### config.mk
export PLATFORM = sky130hd
export DESIGN_NAME = uart_rx
export DESIGN_NICKNAME = d
export VERILOG_FILES = /design/src/design/soc_pkg.sv /design/src/design/uart_rx.sv
export SDC_FILE = /design/constraint.sdc
export NUM_CORES = 1
export LEC_CHECK = 0
export BUFFER_PORTS_ARGS = -buffer_cell sky130_fd_sc_hd__buf_2
export CORE_UTILIZATION = 53
export CTS_BUF_LIST = sky130_fd_sc_hd__clkbuf_2
export DETAILED_ROUTE_END_ITERATION = 16
export HOLD_SLACK_MARGIN = 0.05
export PLACE_DENSITY_LB_ADDON = 0.1
export SLEW_MARGIN = 20
export SYNTH_ARGS = -nofsm -noshare
export SYNTH_HDL_FRONTEND = slang
export SYNTH_SLANG_ARGS = --single-unit
### constraint.sdc
create_clock -name clk -period 1.42 [get_ports clk]
set_input_delay 0.284 -clock clk [delete_from_list [all_inputs] [get_ports clk]]
set_output_delay 0.284 -clock clk [all_outputs]
set_load 0.005 [all_outputs]
### src/design/soc_pkg.sv
// bus request and response types, address map constants, target and uart state enums
package soc_pkg;

    ////////////////////////////////////////
    // basic widths
    ////////////////////////////////////////
    typedef logic [31:0] addr_t;
    typedef logic [31:0] data_t;
    typedef logic [3:0]  wstrb_t;
    typedef logic [7:0]  byte_t;

    // master side of the bus, any strobe set means write
    typedef struct packed {
        logic   valid;
        addr_t  addr;
        data_t  wdata;
        wstrb_t wstrb;
    } bus_req_t;

    // responder side, rdata only meaningful with ready
    typedef struct packed {
        logic  ready;
        data_t rdata;
    } bus_rsp_t;

    ////////////////////////////////////////
    // enums
    ////////////////////////////////////////
    typedef enum logic [1:0] {TGT_BRAM, TGT_IO, TGT_NONE} target_t;

    typedef enum logic [1:0] {TX_IDLE, TX_START, TX_DATA, TX_STOP} uart_tx_state_t;

    typedef enum logic [1:0] {RX_IDLE, RX_START, RX_DATA, RX_STOP} uart_rx_state_t;

    ////////////////////////////////////////
    // io address map
    ////////////////////////////////////////
    localparam addr_t UART_DATA_ADDR = 32'h1000_0000;
    localparam addr_t UART_LSR_ADDR  = 32'h1000_0004;
    localparam addr_t CPU_FREQ_ADDR  = 32'h1100_0000;
    localparam addr_t LED_ADDR       = 32'h1200_0000;

    localparam byte_t LED_RESET_VALUE = 8'hF0;

    // line status bit positions
    localparam int LSR_RX_AVAIL_BIT  = 8;
    localparam int LSR_TX_IDLE_BIT_A = 13;
    localparam int LSR_TX_IDLE_BIT_B = 14;

    // uart data read with nothing held
    localparam data_t RX_EMPTY_WORD = 32'hFFFF_FFFF;

endpackage

### src/design/uart_rx.sv
// 8N1 serial receiver with input synchronizer, mid-bit sampling and one-byte buffer
`timescale 1ns/10ps

module uart_rx
    import soc_pkg::*;
#(
    parameter int CLKS_PER_BIT = 8
) (
    input  logic  clk,
    input  logic  resetn,
    input  logic  uart_rx,
    input  logic  rx_pop,
    output logic  rx_valid,
    output byte_t rx_byte
);

    localparam int CNT_W = $clog2(CLKS_PER_BIT + 1);
    localparam logic [CNT_W-1:0] LAST = CNT_W'(CLKS_PER_BIT - 1);
    localparam logic [CNT_W-1:0] HALF = CNT_W'((CLKS_PER_BIT - 1) / 2);

    uart_rx_state_t   state;
    logic [1:0]       sync_q;
    logic             rx_prev;
    logic             rx_s;
    logic [CNT_W-1:0] cnt;
    logic [2:0]       bit_idx;
    byte_t            shift;

    ////////////////////////////////////////
    // input synchronizer
    ////////////////////////////////////////
    always_ff @(posedge clk) begin
        if (!resetn) begin
            sync_q  <= 2'b11;
            rx_prev <= 1'b1;
        end else begin
            sync_q  <= {sync_q[0], uart_rx};
            rx_prev <= sync_q[1];
        end
    end

    assign rx_s = sync_q[1];

    ////////////////////////////////////////
    // frame state machine
    ////////////////////////////////////////
    always_ff @(posedge clk) begin
        if (!resetn) begin
            state    <= RX_IDLE;
            cnt      <= '0;
            bit_idx  <= '0;
            rx_valid <= 1'b0;
        end else begin
            if (rx_pop) begin
                rx_valid <= 1'b0;
            end
            case (state)
                RX_IDLE: begin
                    cnt <= '0;
                    // falling edge starts a frame
                    if (rx_prev && !rx_s) begin
                        state <= RX_START;
                    end
                end
                RX_START: begin
                    if (cnt == HALF) begin
                        cnt     <= '0;
                        bit_idx <= '0;
                        // start bit gone high again, treat as glitch
                        state   <= rx_s ? RX_IDLE : RX_DATA;
                    end else begin
                        cnt <= cnt + 1'b1;
                    end
                end
                RX_DATA: begin
                    if (cnt == LAST) begin
                        cnt   <= '0;
                        shift <= {rx_s, shift[7:1]};
                        if (bit_idx == 3'd7) begin
                            state <= RX_STOP;
                        end else begin
                            bit_idx <= bit_idx + 1'b1;
                        end
                    end else begin
                        cnt <= cnt + 1'b1;
                    end
                end
                default: begin
                    if (cnt == LAST) begin
                        cnt   <= '0;
                        state <= RX_IDLE;
                        // low stop bit drops the frame, new byte overwrites old
                        if (rx_s) begin
                            rx_byte  <= shift;
                            rx_valid <= 1'b1;
                        end
                    end else begin
                        cnt <= cnt + 1'b1;
                    end
                end
            endcase
        end
    end

endmodule

# [After elaboration in Yosys (flattened, before gate mapping)]
# Index checks and enable logic that the tools add are counted.
[op_classes] add_sub_neg=2 eq_ne=10 mux=18 bitwise=1 reduce_logical=10
[ops] cell="$mux W2" count=6
[ops] cell="$ne A2 B2 Y1 const B" count=5
[ops] cell="$mux W3" count=3
[ops] cell="$mux W4" count=2
[ops] cell="$pmux W4 S2" count=1
[ops] cell="$reduce_and A4 Y1" count=2
[ops] cell="$pmux W2 S3" count=1
[ops] cell="$pmux W3 S2" count=1
[ops] cell="$reduce_and A5 Y1" count=1
[ops] cell="$add A4 B1 Y4 const B" count=1
[ops] cell="$eq A4 B2 Y1 const B" count=1
[ops] cell="$eq A4 B3 Y1 const B" count=1
[ops] cell="$mux W1" count=4
[ops] cell="$add A3 B1 Y3 const B" count=1
[ops] cell="$eq A3 B3 Y1 const B" count=1
[ops] cell="$reduce_and A3 Y1" count=1
[ops] cell="$reduce_bool A3 Y1" count=1
[ops] cell="$reduce_or A3 Y1" count=1
[ops] cell="$eq A2 B1 Y1 const B" count=1
[ops] cell="$eq A2 B2 Y1 const B" count=1
[ops] cell="$logic_not A2 Y1" count=1
[ops] cell="$reduce_bool A2 Y1" count=1
[ops] cell="$logic_and A1 B1 Y1" count=1
[ops] cell="$logic_not A1 Y1" count=1
[ops] cell="$not A1 Y1" count=1
[totals] ff_bits=29 inputBits=4 output_inout_bits=9 elab_cells=49

# [Longest topological paths before layout]
# Gate-level depths: netlist of run 1.
[logic_depth] word_depth=4 ltp_mapped=6 depth_no_buf=6

# [Least setup slack after synthesis of run 1]
# No wires, ideal clock.
[synth_path] path_type="reg-to-reg" from="register cnt[0]" to="register shift[0], enable pin" setup_ps=370 arrival_time_ps=1182 required_ps=1050 setup_slack_ps=-133 stages_incl_launch_ff=5 n_path_buf=0 period_less_slack_ps=1553 path_cell_list="dfxtp_1 -> ha_1 -> and3b_1 -> nand2_1 -> nor2_1"
[synth_via] elab_chain_len=2
[synth_rtl] item="start: declaration" line_no="uart_rx.sv:25" text="logic [CNT_W-1:0] cnt;"
[synth_rtl] item="start signal: assignment" line_no="uart_rx.sv:72" text="cnt <= cnt + 1'b1;"
[synth_rtl] item="start signal: assignment" line_no="uart_rx.sv:85" text="cnt <= cnt + 1'b1;"
[synth_rtl] item="start signal: assignment" line_no="uart_rx.sv:98" text="cnt <= cnt + 1'b1;"
[synth_rtl] item="$eq A4 B3 Y1" line_no="uart_rx.sv:76" text="if (cnt == LAST) begin"
[synth_rtl] item="$reduce_and A3 Y1 (no line)"
[synth_rtl] item="end signal: assignment" line_no="uart_rx.sv:78" text="shift <= {rx_s, shift[7:1]};"
[synth_rtl] item="end: declaration" line_no="uart_rx.sv:27" text="byte_t shift;"
# Every way passes these cells.
# A chain may end at the register's enable or synchronous reset.

# [Worst setup path in the final report of run 1]
[layout_path] from="register cnt[0]" to="register state[1]"
[layout_via] elab_chain_len=3 elab_cells_between_ends=6 classes_between="4 x eq/ne; 2 x reduce/logical"
[layout_rtl] item="$eq A4 B3 Y1 / $eq A4 B2 Y1 (equally long branches)" line_no="uart_rx.sv:76, uart_rx.sv:89, uart_rx.sv:66"
[layout_rtl] item="$ne A2 B2 Y1 (no line) / $reduce_bool A3 Y1 (equally long branches)"
[layout_rtl] item="$reduce_and A5 Y1 (no line) (*)"
[layout_rtl] item="end signal: assignment" line_no="uart_rx.sv:70" text="state <= rx_s ? RX_IDLE : RX_DATA;"
[layout_rtl] item="end: declaration" line_no="uart_rx.sv:21" text="uart_rx_state_t state;"
# Mark *: on every way between the ends. The rest lies on a longest branch, timed or not.

==> results.py, run 1 <==
metrics = {
    "status": {
        "status": "complete, but fails checks",
        "violations": "setup timing",
    },
    "yosys": {
        "yosys-top-cells-area": "edfxtp_1 43%, dfxtp_1 23%, ha_1 3.4%",
        "yosys_warnings": 0,
        "synth-edff-count": 16,
        "netlist_area_um2": 1110,
        "synth_top_family_by_area": "simple AND/OR/NAND/NOR gates",
        "synth-xor-area-share_pct": 1.58,
        "ys_seq_area_share_pct": 66.8,
        "netlist_instances": 84,
        "synth_mux_area_share_pct": 2.71,
        "synth.distinct_cells": 28,
        "synth_nets": 91,
        "synth_compound_area_share_pct": 6.21,
        "ys.flop_type": "edfxtp_1",
        "synth_top_area_share_pct": 43.3,
        "synth-adder-area-share_pct": 3.39,
        "avgSynthCellArea_um2": 13.2,
        "synth-simple-area-share_pct": 15.9,
        "synth_seq_cells": 29,
        "synth_largest_area_cell": "edfxtp_1",
        "async_flop_share_pct": 0,
    },
    "hold_path": {
        "holdPathStages": 2,
        "hold_class": "in2reg",
    },
    "floorplan": {
        "start_util_pct": 56.5,
        "die_w_um": 47.7,
        "die_y_um": 47.7,
        "num_rows": 16,
        "die-area_um2": 2280,
        "top_level_ports": 13,
        "core-area_um2": 1960,
    },
    "timing": {
        "finalClockSkew_ns": 0.0204,
        "max_freq_mhz": 694,
        "worst_pin_slew_ns": 0.245,
        "setup_ws_ns": -0.0200,
        "hold_viol": 0,
        "period_share_pct": 101,
        "slew_violations": 0,
        "period_needed_ns": 1.44,
        "grt_setup_unrepaired": "true",
        "relSlewSlack_pct": 83.6,
        "setup_violations": 1,
    },
    "route": {
        "drt-vias-per-instance": 5.06,
        "dr.first_iter.drc_count": 14,
        "ant_nets": 0,
        "wl_per_cell_um": 12.9,
        "vias": 698,
        "post-route-drc-count": 0,
        "wl_mm": 1.78,
        "dr.pass1.iters": 3,
    },
    "grt": {
        "grt_pass1_vias": 616,
        "grt_pass1_wl_mm": 2.69,
        "grt-ovfl-total": 0,
        "antenna_found_initial": 0,
        "grt_max_degree": 13,
        "grt.total_usage_pct": 18.8,
    },
    "power_and_ir_drop": {
        "max-vdd-ir-drop_mv": 0.967,
        "leakagePower_nw": 0.555,
        "powerDensity_nw_per_um2": 1120,
    },
    "place": {
        "place_hpwl_mm": 1.17,
        "portBuffers": 12,
        "dp_cells": 130,
        "routabilityCongestion": 0.787,
        "dp_slack_ns": -0.103,
    },
    "cells_and_area": {
        "fin_nets": 117,
        "drive_above_1_share_pct": 39.6,
        "area_growth_pct": 25.8,
        "n_antenna_cell": 0,
        "mostFrequentLayoutCells": "16 x edfxtp_1, 12 x buf_2, 10 x buf_4, 7 x nor2_1, 7 x dfxtp_1",
        "final_cells": 138,
        "final_common_cell": "edfxtp_1",
    },
    "worst_setup_path": {
        "critPathKind": "reg2reg",
        "cp-start-kind": "register",
        "reg2reg_depth": 5,
        "critPathMaxFanout": 4,
        "worstPathRequired_ns": 1.69,
        "ff2ff_setup_slack_ns": -0.02,
        "cp.arrival_ns": 1.71,
        "endpoint_kind": "register",
    },
    "cts": {
        "clk_path_buf_depth": 2,
        "cts_sinks": 29,
        "path_clk_slew_ns": 0.14,
        "cts_tree": "done",
        "h-tree-depth": 2,
        "cts_root_buf": "clkbuf_2",
        "cts-buffers-inserted": 5,
        "cts_hold_buffers": 0,
        "cts_setup_buffers": 0,
        "clock_latency_ns": 0.36,
    },
    "flow_run": {
        "cap_violations": 0,
    },
}
## cell families after synthesis
logic type	count (synthesis)
AOI/OAI and AO/OA	10
buffers and inverters	7
xor gates and xnor gates	2
and+or+nand+nor	30
DFF	29
muxes	3
adders and majority gates	3
## sequential cells by signal, indices dropped and copies added (netlist names)
name	flops
shift	8
state	2
bit_idx	3
sync_q	2
rx_byte	8
rx_prev	1
rx_valid	1
cnt	4
## final timing paths
kind                                start   endpoint
worst min register to register  sync_q[0]  sync_q[1]
worst min-delay path              uart_rx  sync_q[0]
worst max register to register     cnt[0]   state[1]
worst max-delay path               cnt[0]   state[1]
## where the power goes
group | switching [W] | internal [W] | total (W) | leakage, nW
registers | 0.0000164 | 0.000888 | 0.000905 | 0.252
logic | 0.0000333 | 0.0000401 | 0.0000734 | 0.260
clock network | 0.000275 | 0.000303 | 0.000578 | 0.0430
total | 0.000324 | 0.00123 | 0.00156 | 0.555
## area by class of cell
type | count | area, µm²
flip-flops and latches | 29 | 748
fillers | 153 | 567
inverters | 4 | 15.0
repair buffers | 22 | 135
clock inverters | 2 | 35.0
multi-input cells | 48 | 398
clock buffers | 6 | 30.0
well taps | 27 | 33.8
## worst max-delay path, stage by stage (launching register included)
cell	delay (ns)
dfxtp_2	0.36
ha_4	0.16
and3b_1	0.18
a311o_1	0.31
a21oi_1	0.15
and3b_1	0.19
## cell usage after synthesis, drive strengths merged, types with 3 or more instances
cell	n
a21oi	3
inv	4
nand2	3
nor2b	3
edfxtp	16
dfxtp	13
mux2i	3
ha	3
nor3b	3
nand2b	6
nor2	7
## metal layers
metal	track usage, %	share of wire, %	vias up
met4	7.78	0	0
met3	11.7	5.0	0
li1	-	-	350
met5	0	0	-
met2	27.8	50	13
met1	21.8	45	335
## timing repair
action / CTS / global route
pin swaps: 4 / 3
hold endpoints to repair: 0 / 0
setup endpoints to repair: 6 / 9
cloned: 0 / 0
resized for setup: 13 / 3
## metrics by stage
step                util, %  hold slack, ns  area [µm²]  power, W  setup TNS (ns)
floorplan                 -           0.357        1110  0.000959           -1.79
global placement       64.1           0.393        1260  0.000983          -0.126
detailed placement     64.1           0.398        1260  0.000986          -0.274
CTS                    70.7           0.100        1390   0.00157         -0.0336
finish                 71.1           0.110        1400   0.00156         -0.0200
global route           71.1          0.0993        1400   0.00162          -0.131
Note: power is estimated with default switching activity, not from simulation.
==> run 2, diff against run 1 <==
- PLACE_DENSITY: unset -> 0.76
- PLACE_DENSITY_LB_ADDON: 0.1 -> unset
==> results.py, run 2 (same netlist as run 1, synthesis figures left out) <==
metrics = {
    "grt": {
        "antenna_found_initial": 0,
        "grt_max_degree": 13,
        "grt_pass1_vias": 627,
        "grt.total_usage_pct": 19.7,
        "grt_pass1_wl_mm": 2.84,
        "grt-ovfl-total": 0,
    },
    "status": {
        "status": "complete, but fails checks",
        "violations": "setup timing",
    },
    "timing": {
        "finalClockSkew_ns": 0.00930,
        "relSlewSlack_pct": 77.9,
        "period_share_pct": 106,
        "holdWs_ns": 0.109,
        "period_needed_ns": 1.50,
        "setup_violations": 3,
        "max_freq_mhz": 667,
        "grt_setup_unrepaired": "true",
        "slew_violations": 0,
        "worst_pin_slew_ns": 0.331,
        "hold_viol": 0,
        "setup_ws_ns": -0.0788,
        "setup-tns-final_ns": -0.0962,
    },
    "power_and_ir_drop": {
        "powerDensity_nw_per_um2": 995,
        "max-vdd-ir-drop_mv": 0.763,
        "leakagePower_nw": 0.536,
    },
    "floorplan": {
        "start_util_pct": 56.5,
        "die-area_um2": 2280,
        "die_w_um": 47.7,
        "die_y_um": 47.7,
        "core-area_um2": 1960,
        "top_level_ports": 13,
        "num_rows": 16,
    },
    "cts": {
        "path_clk_slew_ns": 0.14,
        "cts_hold_buffers": 0,
        "cts_root_buf": "clkbuf_2",
        "clk_path_buf_depth": 2,
        "clock_latency_ns": 0.35,
        "h-tree-depth": 2,
        "cts_tree": "done",
        "cts_sinks": 29,
        "cts-buffers-inserted": 5,
    },
    "route": {
        "vias": 707,
        "ant_nets": 0,
        "drt-vias-per-instance": 5.16,
        "wl_per_cell_um": 14.2,
        "wl_mm": 1.95,
        "dr.first_iter.drc_count": 14,
        "dr.pass1.iters": 4,
        "post-route-drc-count": 0,
    },
    "worst_setup_path": {
        "crit_family": "simple AND/OR/NAND/NOR gates",
        "cp.arrival_ns": 1.76,
        "path_cells": "ha_4 -> nor3b_1 -> a2bb2oi_2 -> o2111ai_1 -> and3b_1",
        "ff2ff_setup_slack_ns": -0.08,
        "critical_path.max_stage_delay_ns": 0.37,
        "critPathMaxFanout": 4,
        "worstPathRequired_ns": 1.68,
        "cp-start-kind": "register",
        "endpoint_kind": "register",
        "critPathSlowestCell": "dfxtp_2",
        "critPathKind": "reg2reg",
        "crit_buf_inv": 0,
    },
    "cells_and_area": {
        "mostFrequentLayoutCells": "16 x edfxtp_1, 12 x buf_2, 8 x buf_4, 7 x dfxtp_1",
        "final_common_cell": "edfxtp_1",
        "drive_above_1_share_pct": 40.0,
        "fin_nets": 116,
        "top_regs": "rx_byte x8, shift x8, cnt x4",
        "area_growth_pct": 23.4,
        "fillers": 152,
        "final_cells": 137,
        "n_antenna_cell": 0,
        "post-route-util_pct": 69.7,
    },
    "place": {
        "routabilityCongestion": 0.703,
        "dp_slack_ns": -0.0910,
        "dp_cells": 127,
        "portBuffers": 12,
        "place_hpwl_mm": 1.17,
    },
    "flow_run": {
        "cap_violations": 0,
    },
    "hold_path": {
        "hold_class": "in2reg",
    },
}
-- run 2: per-layer routing --
layer / vias up / wire length, µm / GRT usage (%)
met5: - / 0 / 0
met4: 0 / 35 / 8.33
met3: 3 / 88 / 9.06
met2: 15 / 1020 / 32.2
met1: 339 / 804 / 22.2
li1: 350 / - / -
-- run 2: report_power, final --
| group | switching, W | internal (W) |
|---|---|---|
| sequential | 0.0000188 | 0.000888 |
| combinational | 0.0000317 | 0.0000376 |
| clock | 0.000261 | 0.000123 |
-- run 2: per-stage QoR --
step,power (W),cell area (µm²)
2_1_floorplan,0.000959,1110
3_3_place_gp,0.000979,1230
3_5_place_dp,0.000981,1230
4_1_cts,0.00137,1360
5_1_grt,0.00142,1370
6_report,0.00136,1370
-- run 2: path summary, 6_finish.rpt --
check,from,end,depth (start not counted)
worst max register to register,cnt[1],state[1],5
worst min register to register,sync_q[0],sync_q[1],1
worst max-delay path,cnt[1],state[1],5
worst min-delay path,uart_rx,sync_q[0],2
-- run 2: final cells by class --
cell class / instances / area (µm²) / share of cell area (%)
clock inverter: 2 / 10.0 / 0.732
timing repair buffer: 21 / 131 / 9.61
inverter: 4 / 15.0 / 1.10
sequential: 29 / 748 / 54.7
tap: 27 / 33.8 / 2.47
multi-input combinational: 48 / 399 / 29.2
clock buffer: 6 / 30.0 / 2.20
-- run 2: what timing repair did --
item,CTS,global route
pin swaps,5,3
setup buffers,2,0
setup endpoints to repair,6,18
resized for setup,14,4
==> run 3, diff against run 2 <==
- ABC_CLOCK_PERIOD_IN_PS: unset -> 1400
- CORE_UTILIZATION: 53 -> 55
- clock period: 1.42 -> 1.4 ns (I/O delays scaled with it)
==> results.py, run 3 (same netlist as run 1, synthesis figures left out) <==
metrics = {
    "worst_setup_path": {
        "critPathLaunch": "cnt[1]",
        "critPathMaxFanout": 5,
        "timing.rr.end": "state[1]",
        "critPathSlowestCell": "dfxtp_2",
        "path_cells": "ha_4 -> and3b_2 -> a311o_1 -> a21oi_1 -> and3b_1",
        "endpoint_kind": "register",
        "cp.arrival_ns": 1.68,
        "rr_startpoint": "cnt[1]",
        "ff2ff_setup_slack_ns": -0.04,
        "critical_path.max_stage_delay_ns": 0.36,
        "critPathKind": "reg2reg",
        "worstPathRequired_ns": 1.64,
        "reg2reg_depth": 5,
        "cp-start-kind": "register",
    },
    "cts": {
        "cts_root_buf": "clkbuf_2",
        "clk_path_buf_depth": 2,
        "cts_tree": "done",
        "cts_sinks": 29,
        "path_clk_slew_ns": 0.14,
        "h-tree-depth": 2,
        "clock_latency_ns": 0.33,
        "cts-buffers-inserted": 5,
    },
    "power_and_ir_drop": {
        "powerDensity_nw_per_um2": 975,
        "p_sw_w": 0.000305,
        "intPower_w": 0.00105,
        "pwr-share-clk_pct": 26.8,
        "p_total_w": 0.00136,
        "max-vdd-ir-drop_mv": 0.659,
        "power_frac_comb_pct": 5.8,
        "pwr-share-seq_pct": 67.4,
        "switching_share_pct": 22.4,
        "leakagePower_nw": 0.554,
    },
    "grt": {
        "antenna_found_initial": 0,
        "grt_pass1_wl_mm": 2.88,
        "grt_pass1_vias": 712,
        "grt-ovfl-total": 0,
        "grt_max_degree": 13,
        "grt.total_usage_pct": 19.7,
    },
    "timing": {
        "max_freq_mhz": 695,
        "period_share_pct": 103,
        "slew_violations": 0,
        "setup-tns-final_ns": -0.0740,
        "hold_viol": 0,
        "setup_ws_ns": -0.0380,
        "worst_pin_slew_ns": 0.239,
        "grt_setup_unrepaired": "true",
        "finalClockSkew_ns": 0.0123,
        "relSlewSlack_pct": 84.1,
        "setup_violations": 2,
        "holdWs_ns": 0.122,
        "period_needed_ns": 1.44,
    },
    "floorplan": {
        "num_rows": 15,
        "start_util_pct": 61.5,
        "core-area_um2": 1800,
        "top_level_ports": 13,
        "die-area_um2": 2200,
        "die_w_um": 46.9,
        "die_y_um": 46.9,
    },
    "cells_and_area": {
        "n_antenna_cell": 0,
        "area_growth_pct": 25.7,
        "fin_nets": 120,
        "top_regs": "rx_byte x8, shift x8, cnt x4",
        "final_area_um2": 1390,
        "mostFrequentLayoutCells": "16 x edfxtp_1, 12 x buf_2, 12 x buf_4, 7 x dfxtp_1",
        "final_common_cell": "edfxtp_1",
        "drive_above_1_share_pct": 42.1,
    },
    "hold_path": {
        "hold_end": "sync_q[0]",
        "min_from": "uart_rx",
        "holdPathStages": 2,
        "hold_class": "in2reg",
    },
    "route": {
        "dr.first_iter.drc_count": 14,
        "wl_mm": 1.73,
        "wl_per_cell_um": 12.4,
        "vias": 725,
        "post-route-drc-count": 0,
        "drt-vias-per-instance": 5.22,
        "dr.pass1.iters": 4,
        "ant_nets": 0,
    },
    "place": {
        "place_hpwl_mm": 1.21,
        "routabilityCongestion": 0.790,
        "dp_slack_ns": -0.121,
        "portBuffers": 12,
        "place_area_um2": 1270,
    },
    "status": {
        "violations": "setup timing",
        "status": "complete, but fails checks",
    },
    "flow_run": {
        "cap_violations": 0,
    },
}
-- run 3: power by group through the flow --
stage	Combinational, W	Sequential, W	Clock [W]
4_1_cts	0.0000760	0.000916	0.000381
6_report	0.0000792	0.000917	0.000364
5_1_grt	0.0000877	0.000920	0.000416
3_3_place_gp	0.0000716	0.000931	0
3_5_place_dp	0.0000727	0.000932	0
2_1_floorplan	0.0000480	0.000925	0
-- run 3: layout make-up --
type / instances / area, µm²
multi-input combinational: 48 / 400
clock inverter: 3 / 12.5
timing repair buffer: 25 / 161
sequential: 29 / 748
tap: 25 / 31.3
fill: 124 / 408
clock buffer: 5 / 25.0
inverter: 4 / 15.0
-- run 3: what timing repair did --
| item | in CTS | in global routing |
|---|---|---|
| buffers inserted | 1 | 0 |
| hold buffers | 0 | 0 |
| hold endpoints to repair | 0 | 0 |
| pin swaps | 4 | 5 |
| endpoints found under the setup margin | 17 | 18 |
| resized for setup | 14 | 4 |
-- run 3: metrics by stage --
stage               instances  util (%)
floorplan                  84         -
global placement          130      70.8
detailed placement        130      70.8
CTS                       139      77.0
global route              139      77.4
finish                    139      77.4
-- run 3: how the worst max path moves through the flow --
stage                       endpoint  slack (ns)  cells past startpoint
after global placement    bit_idx[2]       -0.05                      6
after detailed placement  bit_idx[2]       -0.12                      6
after CTS                 bit_idx[2]       -0.05                      6
after global routing      bit_idx[2]       -0.13                      6
after floorplan             shift[0]       -0.02                      4
final                       state[1]       -0.04                      5
-- run 3: critical path: cells and delay by family (launching register included) --
family | cells | cell delay (ns)
fa+ha+maj | 1 | 0.17
simple gates | 2 | 0.38
compound gates | 2 | 0.43
flops | 1 | 0.36
-- run 3: per-layer routing --
layer | GRT usage, % | vias up | share of wire, %
met3 | 8.08 | 6 | 4.1
met5 | 0 | - | 0
li1 | - | 354 | -
met1 | 20.8 | 346 | 41
met2 | 33.6 | 19 | 53
met4 | 10.3 | 0 | 2.4
